File: config.mk
export PLATFORM = sky130hd
export DESIGN_NAME = gpio_padframe_top
export DESIGN_NICKNAME = d
export VERILOG_FILES = /design/src/gpio_pkg.sv /design/src/gpio_control_block.sv /design/src/serial_cfg_master.sv /design/src/gpio_padframe_top.sv
export SDC_FILE = /design/constraint.sdc
export NUM_CORES = 1
export LEC_CHECK = 0
export BUFFER_PORTS_ARGS = -buffer_cell sky130_fd_sc_hd__buf_4
export CAP_MARGIN = 30
export CORE_MARGIN = 3
export CORE_UTILIZATION = 28
export CTS_BUF_LIST = sky130_fd_sc_hd__clkbuf_2
export CTS_CLUSTER_SIZE = 8
export DETAILED_ROUTE_END_ITERATION = 8
export GPL_TIMING_DRIVEN = 0
export PLACE_DENSITY = 0.54
export SLEW_MARGIN = 20
export SYNTH_ARGS = -nofsm -noshare
export SYNTH_HDL_FRONTEND = slang
export SYNTH_HIERARCHICAL = 1
export SYNTH_SLANG_ARGS = --single-unit
File: constraint.sdc
create_clock -name load_data -period 3.28 [get_ports load_data]
set_input_delay 0.328 -clock load_data [delete_from_list [all_inputs] [get_ports load_data]]
set_output_delay 0.328 -clock load_data [all_outputs]
set_load 0.02 [all_outputs]
File: src/gpio_pkg.sv
// GPIO padframe shared definitions

package gpio_pkg;

    // Bits in one pad configuration word
    localparam int PAD_CTRL_BITS = 13;

    // Configuration word, first member is the MSB
    typedef struct packed {
        logic [2:0] dm;          // Drive mode, bits 12:10
        logic       vtrip_sel;   // Input trip point, bit 9
        logic       slow_sel;    // Slew control, bit 8
        logic       ana_pol;     // Analog polarity, bit 7
        logic       ana_sel;     // Analog bus select, bit 6
        logic       ana_en;      // Analog enable, bit 5
        logic       ib_mode_sel; // Input buffer mode, bit 4
        logic       inenb;       // Input disable, bit 3
        logic       holdover;    // Hold latched state, bit 2
        logic       outenb;      // Output disable, bit 1
        logic       mgmt_ena;    // Management owns pad, bit 0
    } pad_cfg_t;

    // Word after reset, management input only
    localparam pad_cfg_t PAD_CFG_RESET = '{
        dm:          3'b001,     // Input only drive mode
        vtrip_sel:   1'b0,       // CMOS trip point
        slow_sel:    1'b0,       // Fast slew
        ana_pol:     1'b0,
        ana_sel:     1'b0,
        ana_en:      1'b0,       // Digital path
        ib_mode_sel: 1'b0,
        inenb:       1'b0,       // Input buffer on
        holdover:    1'b0,
        outenb:      1'b1,       // Output off
        mgmt_ena:    1'b1        // Management side owns the pad
    };

    // Pad-facing controls of one pad
    typedef struct packed {
        logic       holdover;
        logic       slow_sel;
        logic       vtrip_sel;
        logic       inenb;
        logic       ib_mode_sel;
        logic       ana_en;
        logic       ana_sel;
        logic       ana_pol;
        logic [2:0] dm;
        logic       outenb;      // Muxed from owner side
        logic       out;         // Muxed from owner side
    } pad_pins_t;

    // Serial configuration master sequencer
    typedef enum logic [1:0] {
        CFG_IDLE  = 2'd0,        // Waiting for start
        CFG_SHIFT = 2'd1,        // Streaming words into the chain
        CFG_LOAD  = 2'd2         // One cycle load strobe
    } cfg_state_e;

endpackage

File: src/gpio_control_block.sv
// GPIO pad control block

`timescale 1ns/1ps

module gpio_control_block #(
    parameter gpio_pkg::pad_cfg_t CFG_INIT = gpio_pkg::PAD_CFG_RESET  // Word after reset
) (
    input  logic                load_data,       // System clock
    input  logic                int_reset,       // Async reset, active high

    // Configuration chain
    input  logic                cfg_shift,       // Shift one bit this cycle
    input  logic                cfg_load,        // Latch stage into config
    input  logic                serial_data_in,  // From previous block or master
    output logic                serial_data_out, // To next block or master

    // Management side
    input  logic                mgmt_gpio_out,   // Management drive value
    input  logic                mgmt_gpio_oeb,   // Management output disable
    output logic                mgmt_gpio_in,    // Pad input to management

    // User side
    input  logic                user_gpio_out,   // User drive value
    input  logic                user_gpio_oeb,   // User output disable
    output logic                user_gpio_in,    // Pad input to user

    // Pad side
    input  logic                pad_gpio_in,     // Value seen at the pad
    output gpio_pkg::pad_pins_t pad_pins         // Controls to the pad cell
);

    logic [gpio_pkg::PAD_CTRL_BITS-1:0] shift_q; // Serial stage
    gpio_pkg::pad_cfg_t                 cfg_q;   // Latched configuration

    // Serial stage, MSB leaves first
    always_ff @(posedge load_data or posedge int_reset) begin
        if (int_reset) begin
            shift_q <= '0;                                    // Empty chain
        end else if (cfg_shift) begin
            shift_q <= {shift_q[gpio_pkg::PAD_CTRL_BITS-2:0], serial_data_in};
        end
    end

    assign serial_data_out = shift_q[gpio_pkg::PAD_CTRL_BITS-1]; // Chain onward

    // Configuration latch
    always_ff @(posedge load_data or posedge int_reset) begin
        if (int_reset) begin
            cfg_q <= CFG_INIT;                                // Safe startup word
        end else if (cfg_load) begin
            cfg_q <= gpio_pkg::pad_cfg_t'(shift_q);           // Take the whole word
        end
    end

    // Static pad controls straight from the latch
    assign pad_pins.holdover    = cfg_q.holdover;
    assign pad_pins.slow_sel    = cfg_q.slow_sel;
    assign pad_pins.vtrip_sel   = cfg_q.vtrip_sel;
    assign pad_pins.inenb       = cfg_q.inenb;
    assign pad_pins.ib_mode_sel = cfg_q.ib_mode_sel;
    assign pad_pins.ana_en      = cfg_q.ana_en;
    assign pad_pins.ana_sel     = cfg_q.ana_sel;
    assign pad_pins.ana_pol     = cfg_q.ana_pol;
    assign pad_pins.dm          = cfg_q.dm;

    // Owner selects the output path
    assign pad_pins.out    = cfg_q.mgmt_ena ? mgmt_gpio_out : user_gpio_out;
    assign pad_pins.outenb = cfg_q.mgmt_ena ? mgmt_gpio_oeb : user_gpio_oeb;

    // Input goes to the owner only, other side reads zero
    assign mgmt_gpio_in = cfg_q.mgmt_ena ? pad_gpio_in : 1'b0;
    assign user_gpio_in = cfg_q.mgmt_ena ? 1'b0 : pad_gpio_in;

endmodule

File: src/serial_cfg_master.sv
// Serial configuration master

`timescale 1ns/1ps

module serial_cfg_master #(
    parameter int N_PADS = 4                                     // Pads on the chain
) (
    input  logic                                            load_data,  // System clock
    input  logic                                            int_reset,  // Async reset

    // Host side
    input  logic                                            cfg_wr,     // Write strobe
    input  logic                                            cfg_start,  // Start strobe
    input  logic [$clog2(N_PADS > 1 ? N_PADS : 2)-1:0]      cfg_addr,   // Write slot
    input  gpio_pkg::pad_cfg_t                              cfg_data,   // Write word
    input  logic [$clog2(N_PADS > 1 ? N_PADS : 2)-1:0]      rd_addr,    // Readback slot
    output gpio_pkg::pad_cfg_t                              rd_data,    // Readback word
    output logic                                            busy,       // Transfer running
    output logic                                            done,       // Transfer finished

    // Chain side
    output logic                                            cfg_shift,  // Shift strobe
    output logic                                            cfg_load,   // Load strobe
    output logic                                            serial_data_out, // Into pad 0
    input  logic                                            chain_return     // From last pad
);

    localparam int ADDR_W = $clog2(N_PADS > 1 ? N_PADS : 2);    // Slot index width
    localparam int BIT_W  = $clog2(gpio_pkg::PAD_CTRL_BITS);     // Bit index width
    localparam logic [ADDR_W-1:0] LAST_PAD = ADDR_W'(N_PADS - 1);
    localparam logic [BIT_W-1:0]  TOP_BIT  = BIT_W'(gpio_pkg::PAD_CTRL_BITS - 1);

    logic [gpio_pkg::PAD_CTRL_BITS-1:0] cfg_mem [N_PADS];        // Words to send
    logic [gpio_pkg::PAD_CTRL_BITS-1:0] rd_mem  [N_PADS];        // Words returned
    gpio_pkg::cfg_state_e               state_q;                 // Sequencer state
    logic [ADDR_W-1:0]                  pad_idx;                 // Pad being sent
    logic [BIT_W-1:0]                   bit_idx;                 // Bit being sent
    logic                               done_q;

    // Strobes decode straight from the state
    assign busy      = (state_q != gpio_pkg::CFG_IDLE);
    assign cfg_shift = (state_q == gpio_pkg::CFG_SHIFT);
    assign cfg_load  = (state_q == gpio_pkg::CFG_LOAD);
    assign done      = done_q;

    // Current chain bit, quiet when not shifting
    assign serial_data_out = cfg_shift ? cfg_mem[pad_idx][bit_idx] : 1'b0;

    // Host word store, locked during a transfer
    always_ff @(posedge load_data) begin
        if (cfg_wr && !busy && (int'(cfg_addr) < N_PADS)) begin
            cfg_mem[cfg_addr] <= cfg_data;
        end
    end

    // Sequencer, last pad first and MSB first
    always_ff @(posedge load_data or posedge int_reset) begin
        if (int_reset) begin
            state_q <= gpio_pkg::CFG_IDLE;
            pad_idx <= '0;
            bit_idx <= '0;
            done_q  <= 1'b0;
        end else begin
            done_q <= 1'b0;                                     // Single cycle pulse
            case (state_q)
                gpio_pkg::CFG_IDLE: begin
                    if (cfg_start) begin
                        state_q <= gpio_pkg::CFG_SHIFT;
                        pad_idx <= LAST_PAD;                     // Far end goes first
                        bit_idx <= TOP_BIT;
                    end
                end
                gpio_pkg::CFG_SHIFT: begin
                    if (bit_idx == '0) begin
                        if (pad_idx == '0) begin
                            state_q <= gpio_pkg::CFG_LOAD;       // All bits placed
                        end else begin
                            pad_idx <= pad_idx - 1'b1;           // Next word
                            bit_idx <= TOP_BIT;
                        end
                    end else begin
                        bit_idx <= bit_idx - 1'b1;
                    end
                end
                gpio_pkg::CFG_LOAD: begin
                    state_q <= gpio_pkg::CFG_IDLE;
                    done_q  <= 1'b1;                             // Flag the host
                end
                default: begin
                    state_q <= gpio_pkg::CFG_IDLE;               // Recover from bad code
                end
            endcase
        end
    end

    // Chain end carries the old contents in the same order
    always_ff @(posedge load_data or posedge int_reset) begin
        if (int_reset) begin
            for (int i = 0; i < N_PADS; i++) begin
                rd_mem[i] <= '0;
            end
        end else if (cfg_shift) begin
            rd_mem[pad_idx][bit_idx] <= chain_return;            // Same slot as outgoing bit
        end
    end

    // Readback view, zero for slots past the last pad
    assign rd_data = (int'(rd_addr) < N_PADS) ? gpio_pkg::pad_cfg_t'(rd_mem[rd_addr])
                                               : gpio_pkg::pad_cfg_t'('0);

endmodule

File: src/gpio_padframe_top.sv
// GPIO padframe configuration top

`timescale 1ns/1ps

module gpio_padframe_top #(
    parameter int N_PADS = 4                                     // Pads, 1 to 16
) (
    input  logic                                       load_data,   // System clock
    input  logic                                       int_reset,   // Async reset

    // Host side
    input  logic                                       cfg_wr,
    input  logic                                       cfg_start,
    input  logic [$clog2(N_PADS > 1 ? N_PADS : 2)-1:0] cfg_addr,
    input  gpio_pkg::pad_cfg_t                         cfg_data,
    input  logic [$clog2(N_PADS > 1 ? N_PADS : 2)-1:0] rd_addr,
    output gpio_pkg::pad_cfg_t                         rd_data,
    output logic                                       busy,
    output logic                                       done,

    // Per-pad core signals, bit i is pad i
    input  logic [N_PADS-1:0]                          mgmt_gpio_out,
    input  logic [N_PADS-1:0]                          mgmt_gpio_oeb,
    output logic [N_PADS-1:0]                          mgmt_gpio_in,
    input  logic [N_PADS-1:0]                          user_gpio_out,
    input  logic [N_PADS-1:0]                          user_gpio_oeb,
    output logic [N_PADS-1:0]                          user_gpio_in,

    // Pad side
    input  logic [N_PADS-1:0]                          pad_gpio_in,
    output gpio_pkg::pad_pins_t                        pad_pins [N_PADS]
);

    logic [N_PADS:0] chain;                                      // Serial links, 0 from master
    logic            cfg_shift;                                  // Shared shift strobe
    logic            cfg_load;                                   // Shared load strobe

    serial_cfg_master #(
        .N_PADS (N_PADS)
    ) i_serial_cfg_master (
        .load_data       (load_data),
        .int_reset       (int_reset),
        .cfg_wr          (cfg_wr),
        .cfg_start       (cfg_start),
        .cfg_addr        (cfg_addr),
        .cfg_data        (cfg_data),
        .rd_addr         (rd_addr),
        .rd_data         (rd_data),
        .busy            (busy),
        .done            (done),
        .cfg_shift       (cfg_shift),
        .cfg_load        (cfg_load),
        .serial_data_out (chain[0]),
        .chain_return    (chain[N_PADS])                         // Loop closes here
    );

    // One control block per pad, daisy chained
    for (genvar i = 0; i < N_PADS; i++) begin : g_pad
        gpio_control_block #(
            .CFG_INIT (gpio_pkg::PAD_CFG_RESET)
        ) i_gpio_control_block (
            .load_data       (load_data),
            .int_reset       (int_reset),
            .cfg_shift       (cfg_shift),
            .cfg_load        (cfg_load),
            .serial_data_in  (chain[i]),
            .serial_data_out (chain[i+1]),
            .mgmt_gpio_out   (mgmt_gpio_out[i]),
            .mgmt_gpio_oeb   (mgmt_gpio_oeb[i]),
            .mgmt_gpio_in    (mgmt_gpio_in[i]),
            .user_gpio_out   (user_gpio_out[i]),
            .user_gpio_oeb   (user_gpio_oeb[i]),
            .user_gpio_in    (user_gpio_in[i]),
            .pad_gpio_in     (pad_gpio_in[i]),
            .pad_pins        (pad_pins[i])
        );
    end

endmodule

Word-level counts from Yosys, hierarchy flattened
Memory sizes are Yosys's and may differ from the RTL's.
Cells that the tools add are included.
{ "word_totals": {"regBits": 161, "latchBits": 0, "ram_bits": 52, "mem_bits_ro": 0, "inputBits": 41, "out_inout_bits": 75, "elab_cells": 122, "mem_count": 1} }
{ "mem_list": {"columns": ["memory", "depth", "width", "read_ports", "rd_clocked_by_memory_dff", "wr", "line", "text"], "rows": [
  ["i_serial_cfg_master.cfg_mem", 4, 13, 1, 0, 1, "serial_cfg_master.sv:33", "logic [gpio_pkg::PAD_CTRL_BITS-1:0] cfg_mem [N_PADS];"]
]} }
{ "classes": {"add_sub_neg": 2, "n_mul": 0, "n_div": 0, "order_cmp": 5, "n_eq_ne": 7, "n_shift": 0, "mux": 41, "bitwise_logic": 2, "n_reduce_logical": 12} }
{ "ops": {"columns": ["op", "n"], "rows": [
  ["$bwmux W52", 1],
  ["$mux W13", 3],
  ["$bmux W13 S2", 1],
  ["$demux W13 S2", 1],
  ["$mux W1", 21],
  ["$mux W2", 6],
  ["$mux W4", 3],
  ["$pmux W2 S2", 2],
  ["$pmux W4 S2", 1],
  ["$ge A3 B3 Y1 const B", 2],
  ["$not A2 Y3", 2],
  ["$reduce_and A3 Y1", 2],
  ["$lt A4 B5 Y1 const B", 1],
  ["$bmux W1 S4", 1],
  ["$demux W1 S4", 1],
  ["$ge A4 B1 Y1 const B", 1],
  ["$logic_not A2 Y1", 2],
  ["$logic_not A4 Y1", 1],
  ["$ne A2 B1 Y1 const B", 2],
  ["$ne A2 B2 Y1 const B", 2],
  ["$reduce_and A4 Y1", 1],
  ["$reduce_bool A2 Y1", 2],
  ["$sub A4 B1 Y4 const B", 1],
  ["$logic_and A1 B1 Y1", 3],
  ["6 further kinds", 6]
]} }

Longest topological paths before layout
Gate-level depths: netlist of run 1.
{ "logic_depth": {"depth_word": 7, "depth_mapped": 8, "mapped_depth_nobuf": 6} }

By module
The synthesis of run 1 kept the hierarchy.
{ "modules_own_cells": {"columns": ["module", "instances", "cells_per_inst", "area_per_inst_um2", "seq_area_each_um2"], "rows": [
  ["serial_cfg_master", 1, 351, 5181.2, 3088.0],
  ["gpio_control_block", 4, 68, 1091.0, 628.1]
]} }

Least setup slack after synthesis of run 1
OpenSTA, ideal clock, no wires.
{ "synth_timing": {"path_kind": "register to register", "start": "register i_serial_cfg_master.state_q[0]", "end": "memory i_serial_cfg_master/cfg_mem[0][0] (netlist name) (enable)", "setup_ns": 0.403, "arrival_ns": 1.812, "required_time_ns": 2.877, "setup_slack_ns": 1.065, "stages_incl_launch_ff": 4, "n_path_buf": 0, "synth_period_minus_slack_ns": 2.215, "path_cell_list": "dfrtp_1 nor2_1 and2_1 nor3b_1"} }
{ "synth_between": {"elab_chain_cells": 5} }
{ "synth_rtl": {"columns": ["element", "line", "text"], "rows": [
  ["from (decl)", "serial_cfg_master.sv:35", "gpio_pkg::cfg_state_e state_q;"],
  ["from (signal assigned)", "serial_cfg_master.sv:59", "state_q <= gpio_pkg::CFG_IDLE;"],
  ["from (signal assigned)", "serial_cfg_master.sv:68", "state_q <= gpio_pkg::CFG_SHIFT;"],
  ["from (signal assigned)", "serial_cfg_master.sv:76", "state_q <= gpio_pkg::CFG_LOAD;"],
  ["$reduce_bool A2 Y1", "serial_cfg_master.sv:41", "assign busy = (state_q != gpio_pkg::CFG_IDLE);"],
  ["$logic_not A1 Y1", "serial_cfg_master.sv:51", "if (cfg_wr && !busy && (int'(cfg_addr) < N_PADS)) begin"],
  ["$logic_and A1 B1 Y1", "serial_cfg_master.sv:51", null],
  ["$mux W1", "serial_cfg_master.sv:51", null],
  ["$mux W1 (implied by the code)", "serial_cfg_master.sv:52", "cfg_mem[cfg_addr] <= cfg_data;"],
  ["to (decl)", "serial_cfg_master.sv:33", null]
]} }
No other way between the ends.

Worst setup path after layout of run 1
Ends and elaborated chain as after synthesis.

==> results of run 1 <==
[cells in the mapped netlist (2+ instances only)]
library cell	count	share of area
buf_6	14	0.017
o21ai_0	2	0.0010
edfxtp_1	52	0.16
o31ai_1	2	0.0016
and2b_2	2	0.0018
dfstp_2	8	0.022
nor3_1	6	0.0031
nor4b_1	3	0.0028
mux2_2	121	0.14
dfrtp_1	153	0.40
and2_1	9	0.0059
buf_2	6	0.0031
and3_1	3	0.0020
mux4_2	15	0.035
nor3b_1	3	0.0024
buf_4	45	0.035
clkbuf_4	2	0.0016
ha_1	4	0.0052
mux2_4	40	0.063
inv_1	8	0.0031
nand2b_1	3	0.0020
nor2_1	19	0.0075
o21ai_1	2	0.0010
mux4_1	10	0.028
nand2_1	59	0.023
mux2i_1	3	0.0031
nor2b_1	6	0.0039
a21oi_1	6	0.0031
clkbuf_1	6	0.0024
[per-stage QoR]
| step | setup WS, ns | instances | power (mW) |
|---|---|---|---|
| CTS | 0.6635 | 1309 | 7.139 |
| global route | 0.5090 | 1314 | 7.469 |
| floorplan | 1.065 | 623 | 4.655 |
| finish | 0.6925 | 1314 | 6.995 |
| global placement | 0.05104 | 1180 | 5.144 |
| detailed placement | 0.9377 | 1186 | 5.177 |
[critical path: cells and delay by family (launching register included)]
kind,cells,cell delay (ns)
buf+inv,3,1.04
flops,1,0.48
simple gates,3,0.73
[worst max-delay path by stage]
stage | startpoint | end | slack [ns]
CTS | i_serial_cfg_master/state_q[0] | i_serial_cfg_master/cfg_mem[0][0] | 0.66
finish | i_serial_cfg_master/state_q[0] | i_serial_cfg_master/cfg_mem[0][0] | 0.69
global route | i_serial_cfg_master/state_q[0] | i_serial_cfg_master/cfg_mem[0][0] | 0.51
floorplan | i_serial_cfg_master/state_q[0] | i_serial_cfg_master/cfg_mem[0][0] | 1.07
global placement | i_serial_cfg_master/state_q[0] | i_serial_cfg_master/cfg_mem[0][7] | 0.05
detailed placement | i_serial_cfg_master/pad_idx[0] | g_pad[0].i_gpio_control_block/shift_q[0] | 0.94
[layout by cell type, fill, tap and decap left out, drive strengths merged, types with 8 or more instances in the layout]
cell type    count
buf            188
mux2           161
dfrtp          153
clkbuf          93
nand2           59
edfxtp          52
mux4            25
dlygate4sd3     20
nor2            19
clkinv          18
and2             9
dfstp            8
[flip-flops by register name (all words and copies together), names as in the netlist]
name / cells
i_serial_cfg_master/done: 1
g_pad.i_gpio_control_block/shift_q: 52
i_serial_cfg_master/state_q: 2
i_serial_cfg_master/bit_idx: 4
i_serial_cfg_master/pad_idx: 2
i_serial_cfg_master/cfg_mem: 52
i_serial_cfg_master/rd_mem: 52
g_pad.i_gpio_control_block/cfg_q: 4
g_pad.i_gpio_control_block/pad_pins: 44
[final cells by class]
type,count,share of cell area
Inverter,8,0.002741
Tap cell,442,0.04660
Clock inverter,19,0.008856
Sequential cell,213,0.4719
Buffer,73,0.04744
Multi-Input combinational cell,329,0.2835
Timing Repair Buffer,143,0.1027
Antenna cell,2,0.0004217
Clock buffer,85,0.03585
[metal layers]
layer | wire length [um] | vias up | part of all wire
li1 | - | 2650 | -
met3 | 1269 | 45 | 0.063
met5 | 0 | - | 0
met2 | 9011 | 144 | 0.45
met4 | 473 | 0 | 0.024
met1 | 9331 | 2793 | 0.46
[power by group through the flow]
stage | Combinational (mW) | Clock [mW] | Sequential, mW
after detailed placement | 1.79 | 0 | 3.38
after global routing | 1.97 | 2.12 | 3.38
final | 1.80 | 1.86 | 3.33
after global placement | 1.77 | 0 | 3.38
after floorplan | 1.37 | 0 | 3.28
after CTS | 1.82 | 1.99 | 3.33
[cells by family (layout without fill, tap and decap cells)]
group,Yosys count,count (layout)
AO/OA/AOI/OAI,18,18
XOR/XNOR,1,1
adder cells (fa/ha/maj),4,4
buffers and inverters,81,328
flip-flops,213,213
multiplexers,189,189
other,0,2
AND/OR/NAND/NOR,117,117
==> reports/qor.txt, run 1 <==
status: finished clean
vias per cell: 4.286
first-pass GRT wire length: 32,400 um
Initial DRC Count: 222
HP Class: in2reg
CP endpoint kind: flop
max-slew violation count: 0
Fmax achieved: 386.5 MHz
Net Sw Power: 2.220 mW
Tcrit/Tclk final: 0.7889
Fin Setup TNS: 0 ns
sw frac: 0.3173
post-CTS sizing: 0
Power per Cell Area: 589.4 nW/um2
largest net degree at the start of global routing: 46
Simple-Gate Fraction of Synth Area: 0.05912
critical register-to-register path startpoint: i_serial_cfg_master/state_q[0]
Finished Cell Area: 11,870 um2
count of final setup violators: 0
Clock Tree Buf Depth: 3
VDD IR max: 0.0002634 V
P&R area growth vs syn: 24.33%
Hold Startpoint: cfg_wr
Post-synth EDFFs: 52
DR pass1 iterations: 4
WS Path Type: reg2reg
initial antenna violation count: 1
grt met1 use: 0.1574
busiest metal layer after global routing: met2
Post-synth ARST share: 0.7559
Mapped Cells: 623
most used cell, CP: buf_4
vias in the first global route: 5,848
r2r endpoint: i_serial_cfg_master/cfg_mem[0][0]
dpl hpwl: 13,400 um
cell-internal power: 4.776 mW
hold_buf cts: 19
die height: 190.6 um
core area: 33,030 um2
Die ar.: 36,340 um2
std cell rows: 66
hold depth: 4
CTS buffer count: 57
skew final: 0.08518 ns
Area after DPL: 11,090 um2
Seq/Total Area, Yosys: 0.5867
Critical Path, Cell by Cell: nor2_1 -> and2_1 -> nor3b_2 -> dlygate4sd3_1 -> buf_4 -> buf_4
clock power share: 0.266
slowest stage delay, CP: 0.67 ns
crit-path max FO: 7
Synth cell types: 40
Die W: 190.6 um
Fin. Hold Viols: 0
Vias: 5,632
R2R Setup Slk: 0.69 ns
final core occ: 0.3593
grt ovf: 0
postcts setup bufs: 0
initial core utilization: 0.2890
clock insertion delay at the later pin of the skew report: 0.83 ns
post-synthesis net count: 668
fin nets: 870
Top FF cell, synth: dfrtp_1
largest family of logic cells by synthesized area: multiplexers
fin crit period: 2.587 ns
routed wire length: 20,090 um
clk slew on worst S/H paths: 0.10 ns
Reg power frac: 0.476
Remaining DRCs: 0
max_cap viols: 0
share of cells above drive strength 1: 0.5460
measured slew at the worst slew-check pin: 0.8029 ns
CTS tree: yes
Max transition margin: 0.4641
reg2reg path depth: 6
Avg WL per Cell: 15.29 um
Warnings, synthesis: 6
Leak: 5.656 nW
clock sinks: 213
IO Pins: 116
grt met3 use: 0.02923
post-synthesis mux area share: 0.2717
RSZ-0062 raised after global routing: no
Sequential Area: 5600 um2
post-route antenna net violation count: 0
met2 usage: 0.1692
flops & latches, synth: 213
GP Congestion: 0.7103
WP data arrival: 3.07 ns
GRT Overall Usage: 0.1123
Compound-Gate Fraction of Synth Area: 0.01416
Comb power frac: 0.258
Root Driver: clkbuf_2
number of fill cells: 3,246
Adder-Cell Fraction of Synth Area: 0.005243
WHS Endpoint: i_serial_cfg_master/cfg_mem[2][12]
type of origin of the critical path: flop
Req. time, crit path: 3.77 ns
Slowest cell on crit path: dlygate4sd3_1
average cell area after synthesis: 15.32 um2
PortBufs: 115
xor and xnor area share after synthesis: 0.0009176
Synth Cell Area: 9545 um2
Fin Hold WS: 0.1791 ns
H-tree levels: 2
Multi-input gate area: 3364 um2
Note: power is estimated with default switching activity, not from simulation.
==> inputs of run 2 (changes only) <==
Clock period 3.28 ns to 2.6 ns, I/O delays scaled along.
==> reports/qor.txt, run 2 (synthesis results as in run 1) <==
status: finished clean
Power per Cell Area: 742.8 nW/um2
Die ar.: 36,340 um2
commonest non-fill, non-tap cell in the layout: buf_4
Clock Tree Buf Depth: 3
Top delay family on crit path: multiplexers
clk slew on worst S/H paths: 0.10 ns
CTS tree: yes
routed wire length: 20,050 um
DR pass1 iterations: 4
WP data arrival: 2.98 ns
initial antenna violation count: 1
CP endpoint kind: flop
top flop regs: g_pad.i_gpio_control_block/shift_q: 52 flops, i_serial_cfg_master/cfg_mem: 52 flops, i_serial_cfg_master/rd_mem: 52 flops
Critical Path, Cell by Cell: buf_6 -> buf_6 -> mux4_2 -> a221o_1 -> o21ai_1 -> o21ai_1 -> mux2_4
RSZ-0062 raised after global routing: no
clock sinks: 213
max-slew violation count: 0
PortBufs: 115
Req. time, crit path: 3.25 ns
Worst Path Buf+Inv: 2
Max transition margin: 0.4803
H-tree levels: 2
PnR worst setup slack: 0.2712 ns
Fin Setup TNS: 0 ns
number of fill cells: 3,243
vias in the first global route: 5,854
dpl hpwl: 13,400 um
measured slew at the worst slew-check pin: 0.7787 ns
commonest cells after routing, fill and taps aside: buf_4 (162), dfrtp_1 (153), mux2_2 (121)
first-pass GRT wire length: 32,450 um
CTS buffer count: 57
Finished Cell Area: 11,880 um2
std cell rows: 66
fin crit period: 2.329 ns
count of final setup violators: 0
Remaining DRCs: 0
IO Pins: 116
vias per cell: 4.275
final core occ: 0.3596
GP Congestion: 0.7103
Avg WL per Cell: 15.25 um
Vias: 5,621
Root Driver: clkbuf_2
HP Class: in2reg
Die W: 190.6 um
crit-path max FO: 10
WS Path Type: reg2reg
Leak: 5.661 nW
VDD IR max: 0.0002917 V
Setup Slack @ Placement: 0.2577 ns
Fin. Hold Viols: 0
Fmax achieved: 429.4 MHz
R2R Setup Slk: 0.27 ns
grt ovf: 0
largest net degree at the start of global routing: 46
Area after DPL: 11,090 um2
Slowest cell on crit path: mux4_2
fin nets: 871
max_cap viols: 0
core area: 33,030 um2
GRT Overall Usage: 0.1124
Tcrit/Tclk final: 0.8957
P&R area growth vs syn: 24.43%
die height: 190.6 um
share of cells above drive strength 1: 0.5454
Tot Pwr: 8.822 mW
clock insertion delay at the later pin of the skew report: 0.83 ns
type of origin of the critical path: flop
skew final: 0.08343 ns
post-route antenna net violation count: 0
slowest stage delay, CP: 0.53 ns
initial core utilization: 0.2890
Initial DRC Count: 234
-- run 2: cell count changes in the layout (fill, tap and decap cells not counted), sizes merged --
cell         previous run  this run
dlygate4sd3            20        21
-- run 2: path summary, 6_finish.rpt --
path / startpoint / to / cells past startpoint
min in group asynchronous: int_reset / g_pad[3].i_gpio_control_block/shift_q[11] / 4
worst max-delay path: i_serial_cfg_master/pad_idx[0] / g_pad[0].i_gpio_control_block/shift_q[0] / 7
max in group asynchronous: int_reset / i_serial_cfg_master/rd_mem[2] / 6
worst min-delay path: cfg_data[12] / i_serial_cfg_master/cfg_mem[1][12] / 2
worst min register to register: g_pad[0].i_gpio_control_block/shift_q[12] / g_pad[1].i_gpio_control_block/shift_q[0] / 1
worst max register to register: i_serial_cfg_master/pad_idx[0] / g_pad[0].i_gpio_control_block/shift_q[0] / 7
-- run 2: worst reg2reg max path, delay by kind of cell, from the launching register on --
family	cells	cell delay, ns
buffers and inverters	2	0.38
DFF	1	0.41
AOI/OAI and AO/OA	3	0.60
muxes	2	0.82
-- run 2: cell type report --
type,instances,area [um2],area share
diodes,2,5.005,0.0004214
clock buffers,85,425.4,0.03582
well taps,442,553.0,0.04656
flip-flops and latches,213,5600,0.4715
clock inverters,19,105.1,0.008849
multi-input cells,329,3364,0.2833
repair buffers,144,1229,0.1034
plain buffers,73,563.0,0.04740
inverters,8,32.53,0.002739
-- run 2: layer usage --
layer / track usage / up-vias / routed length (um)
li1: - / 2649 / -
met1: 0.1572 / 2801 / 9380
met2: 0.1699 / 128 / 9108
met3: 0.02941 / 43 / 1109
met4: 0.03810 / 0 / 456
met5: 0 / - / 0
-- run 2: timing repair --
item                      CTS  global route
hold endpoints to repair  249            13
buffers inserted            0             0
hold buffers               20             1
resized for setup           0             0
-- run 2: report_power, final --
group	internal (mW)	total [mW]	switching (mW)
registers	3.85	4.20	0.352
logic	1.20	2.27	1.07
clock network	0.975	2.35	1.38
-- run 2: through the flow --
stage / hold WS [ns] / std cells
6_report: 0.1831 / 1315
5_1_grt: 0.08096 / 1315
4_1_cts: 0.003595 / 1310
3_5_place_dp: 0.2798 / 1186
3_3_place_gp: 0.4611 / 1180
2_1_floorplan: 0.2858 / 623
==> inputs of run 3 (changes only) <==
Settings changed: CELL_PAD_IN_SITES_DETAIL_PLACEMENT set to 1, CELL_PAD_IN_SITES_GLOBAL_PLACEMENT set to 2, PLACE_DENSITY 0.54 to 0.67.
==> reports/qor.txt, run 3 (synthesis results as in run 1) <==
fin crit period: 2.324 ns
initial antenna violation count: 1
P&R area growth vs syn: 24.04%
share of cells above drive strength 1: 0.5483
Slowest cell on crit path: mux4_2
count of final setup violators: 0
Fmax achieved: 430.3 MHz
Comb power frac: 0.256
Net Sw Power: 2.890 mW
reg2reg path depth: 7
largest net degree at the start of global routing: 38
Initial DRC Count: 224
top flop regs: g_pad.i_gpio_control_block/shift_q: 52 flops, i_serial_cfg_master/cfg_mem: 52 flops, i_serial_cfg_master/rd_mem: 52 flops
clock sinks: 213
Worst Path Buf+Inv: 2
Fin. Hold Viols: 0
Req. time, crit path: 3.29 ns
Fin Setup TNS: 0 ns
number of fill cells: 3,509
grt ovf: 0
Sequential Area: 5600 um2
Power per Cell Area: 758.7 nW/um2
std cell rows: 66
Finished Cell Area: 11,840 um2
core area: 33,030 um2
Tot Pwr: 8.984 mW
Critical Path, Cell by Cell: buf_6 -> buf_6 -> mux4_2 -> a221o_1 -> o21ai_1 -> o21ai_1 -> mux2_4
max-slew violation count: 0
Root Driver: clkbuf_2
PortBufs: 115
fin nets: 869
slowest stage delay, CP: 0.51 ns
WS Path Type: reg2reg
R2R Setup Slk: 0.28 ns
VDD IR max: 0.0003402 V
Leak: 5.653 nW
post-route antenna net violation count: 0
GRT Overall Usage: 0.1189
Multi-input gate area: 3364 um2
sw frac: 0.3218
type of origin of the critical path: flop
Area after DPL: 11,070 um2
measured slew at the worst slew-check pin: 0.8285 ns
Tcrit/Tclk final: 0.8939
Max transition margin: 0.4471
DR pass1 iterations: 4
Die ar.: 36,340 um2
RSZ-0062 raised after global routing: no
clock insertion delay at the later pin of the skew report: 0.84 ns
vias in the first global route: 6,264
crit-path max FO: 10
dpl hpwl: 14,390 um
postcts setup bufs: 0
Reg power frac: 0.468
Vias: 5,676
clk slew on worst S/H paths: 0.10 ns
max_cap viols: 0
Die W: 190.6 um
vias per cell: 4.320
cell depth of the worst setup path: 7
hold depth: 4
cell-internal power: 6.093 mW
Clock Tree Buf Depth: 3
Avg WL per Cell: 16.32 um
Top delay family on crit path: multiplexers
die height: 190.6 um
first-pass GRT wire length: 34,510 um
commonest non-fill, non-tap cell in the layout: buf_4
IO Pins: 116
commonest cells after routing, fill and taps aside: buf_4 (160), dfrtp_1 (153), mux2_2 (121)
WP data arrival: 3.01 ns
GP Congestion: 0.6999
initial core utilization: 0.2890
HP Class: in2reg
clock power share: 0.276
skew final: 0.06232 ns
H-tree levels: 2
Remaining DRCs: 0
status: finished clean
CTS tree: yes
routed wire length: 21,440 um
CTS buffer count: 58
CP endpoint kind: flop
==> run 3: power groups by stage <==
stage                     clock (mW)  sequential [mW]  combinational, mW
final                           2.48             4.20               2.30
after floorplan                    0             4.14               1.73
after global placement             0             4.26               2.26
after global routing            2.85             4.28               2.52
after CTS                       2.66             4.21               2.34
after detailed placement           0             4.27               2.30
==> run 3: tightest hold or removal path, stage by stage <==
cell and delay (ns):
buf_4 0.11, and2_1 0.18, nand2_1 0.10, nor2_2 0.14
==> run 3: layer usage <==
metal	vias to the layer above	track usage	part of all wire	wire, um
met5	-	0	0	0
met4	0	0.04008	0.021	456
met3	41	0.02941	0.057	1229
met2	154	0.1886	0.46	9929
met1	2843	0.1598	0.46	9828
li1	2638	-	-	-
==> run 3: metrics by stage <==
step,utilization,setup WS [ns],hold WS (ns),cells
floorplan,-,0.3850,0.2858,623
global placement,0.3319,-0.7540,0.4609,1180
detailed placement,0.3351,0.2345,0.3149,1186
CTS,0.3575,0.2254,0.06891,1310
global route,0.3584,0.04865,0.09821,1314
finish,0.3584,0.2759,0.1835,1314
==> run 3: what timing repair did <==
| item | CTS | global route |
|---|---|---|
| endpoints found under the hold margin | 256 | 6 |
| hold buffers | 18 | 1 |
| gates resized for setup | 0 | 0 |
==> run 3: final timing paths <==
kind                                                                from                                         to
worst min register to register  g_pad[3].i_gpio_control_block/shift_q[9]  g_pad[3].i_gpio_control_block/shift_q[10]
worst min-delay path                                              cfg_wr          i_serial_cfg_master/cfg_mem[2][1]
worst max register to register            i_serial_cfg_master/pad_idx[0]   g_pad[0].i_gpio_control_block/shift_q[0]
max in group asynchronous                                      int_reset  g_pad[3].i_gpio_control_block/pad_pins[2]
worst max-delay path                      i_serial_cfg_master/pad_idx[0]   g_pad[0].i_gpio_control_block/shift_q[0]
min in group asynchronous                                      int_reset  g_pad[1].i_gpio_control_block/pad_pins[4]
==> run 3: final cells by class <==
class,count,share of cell area
antenna,2,0.0004227
buffer,73,0.04755
clock buffer,80,0.03382
clock inverter,26,0.01363
inverter,8,0.002748
multi-input combinational,329,0.2842
sequential,213,0.4730
tap,442,0.04671
timing repair buffer,141,0.09796
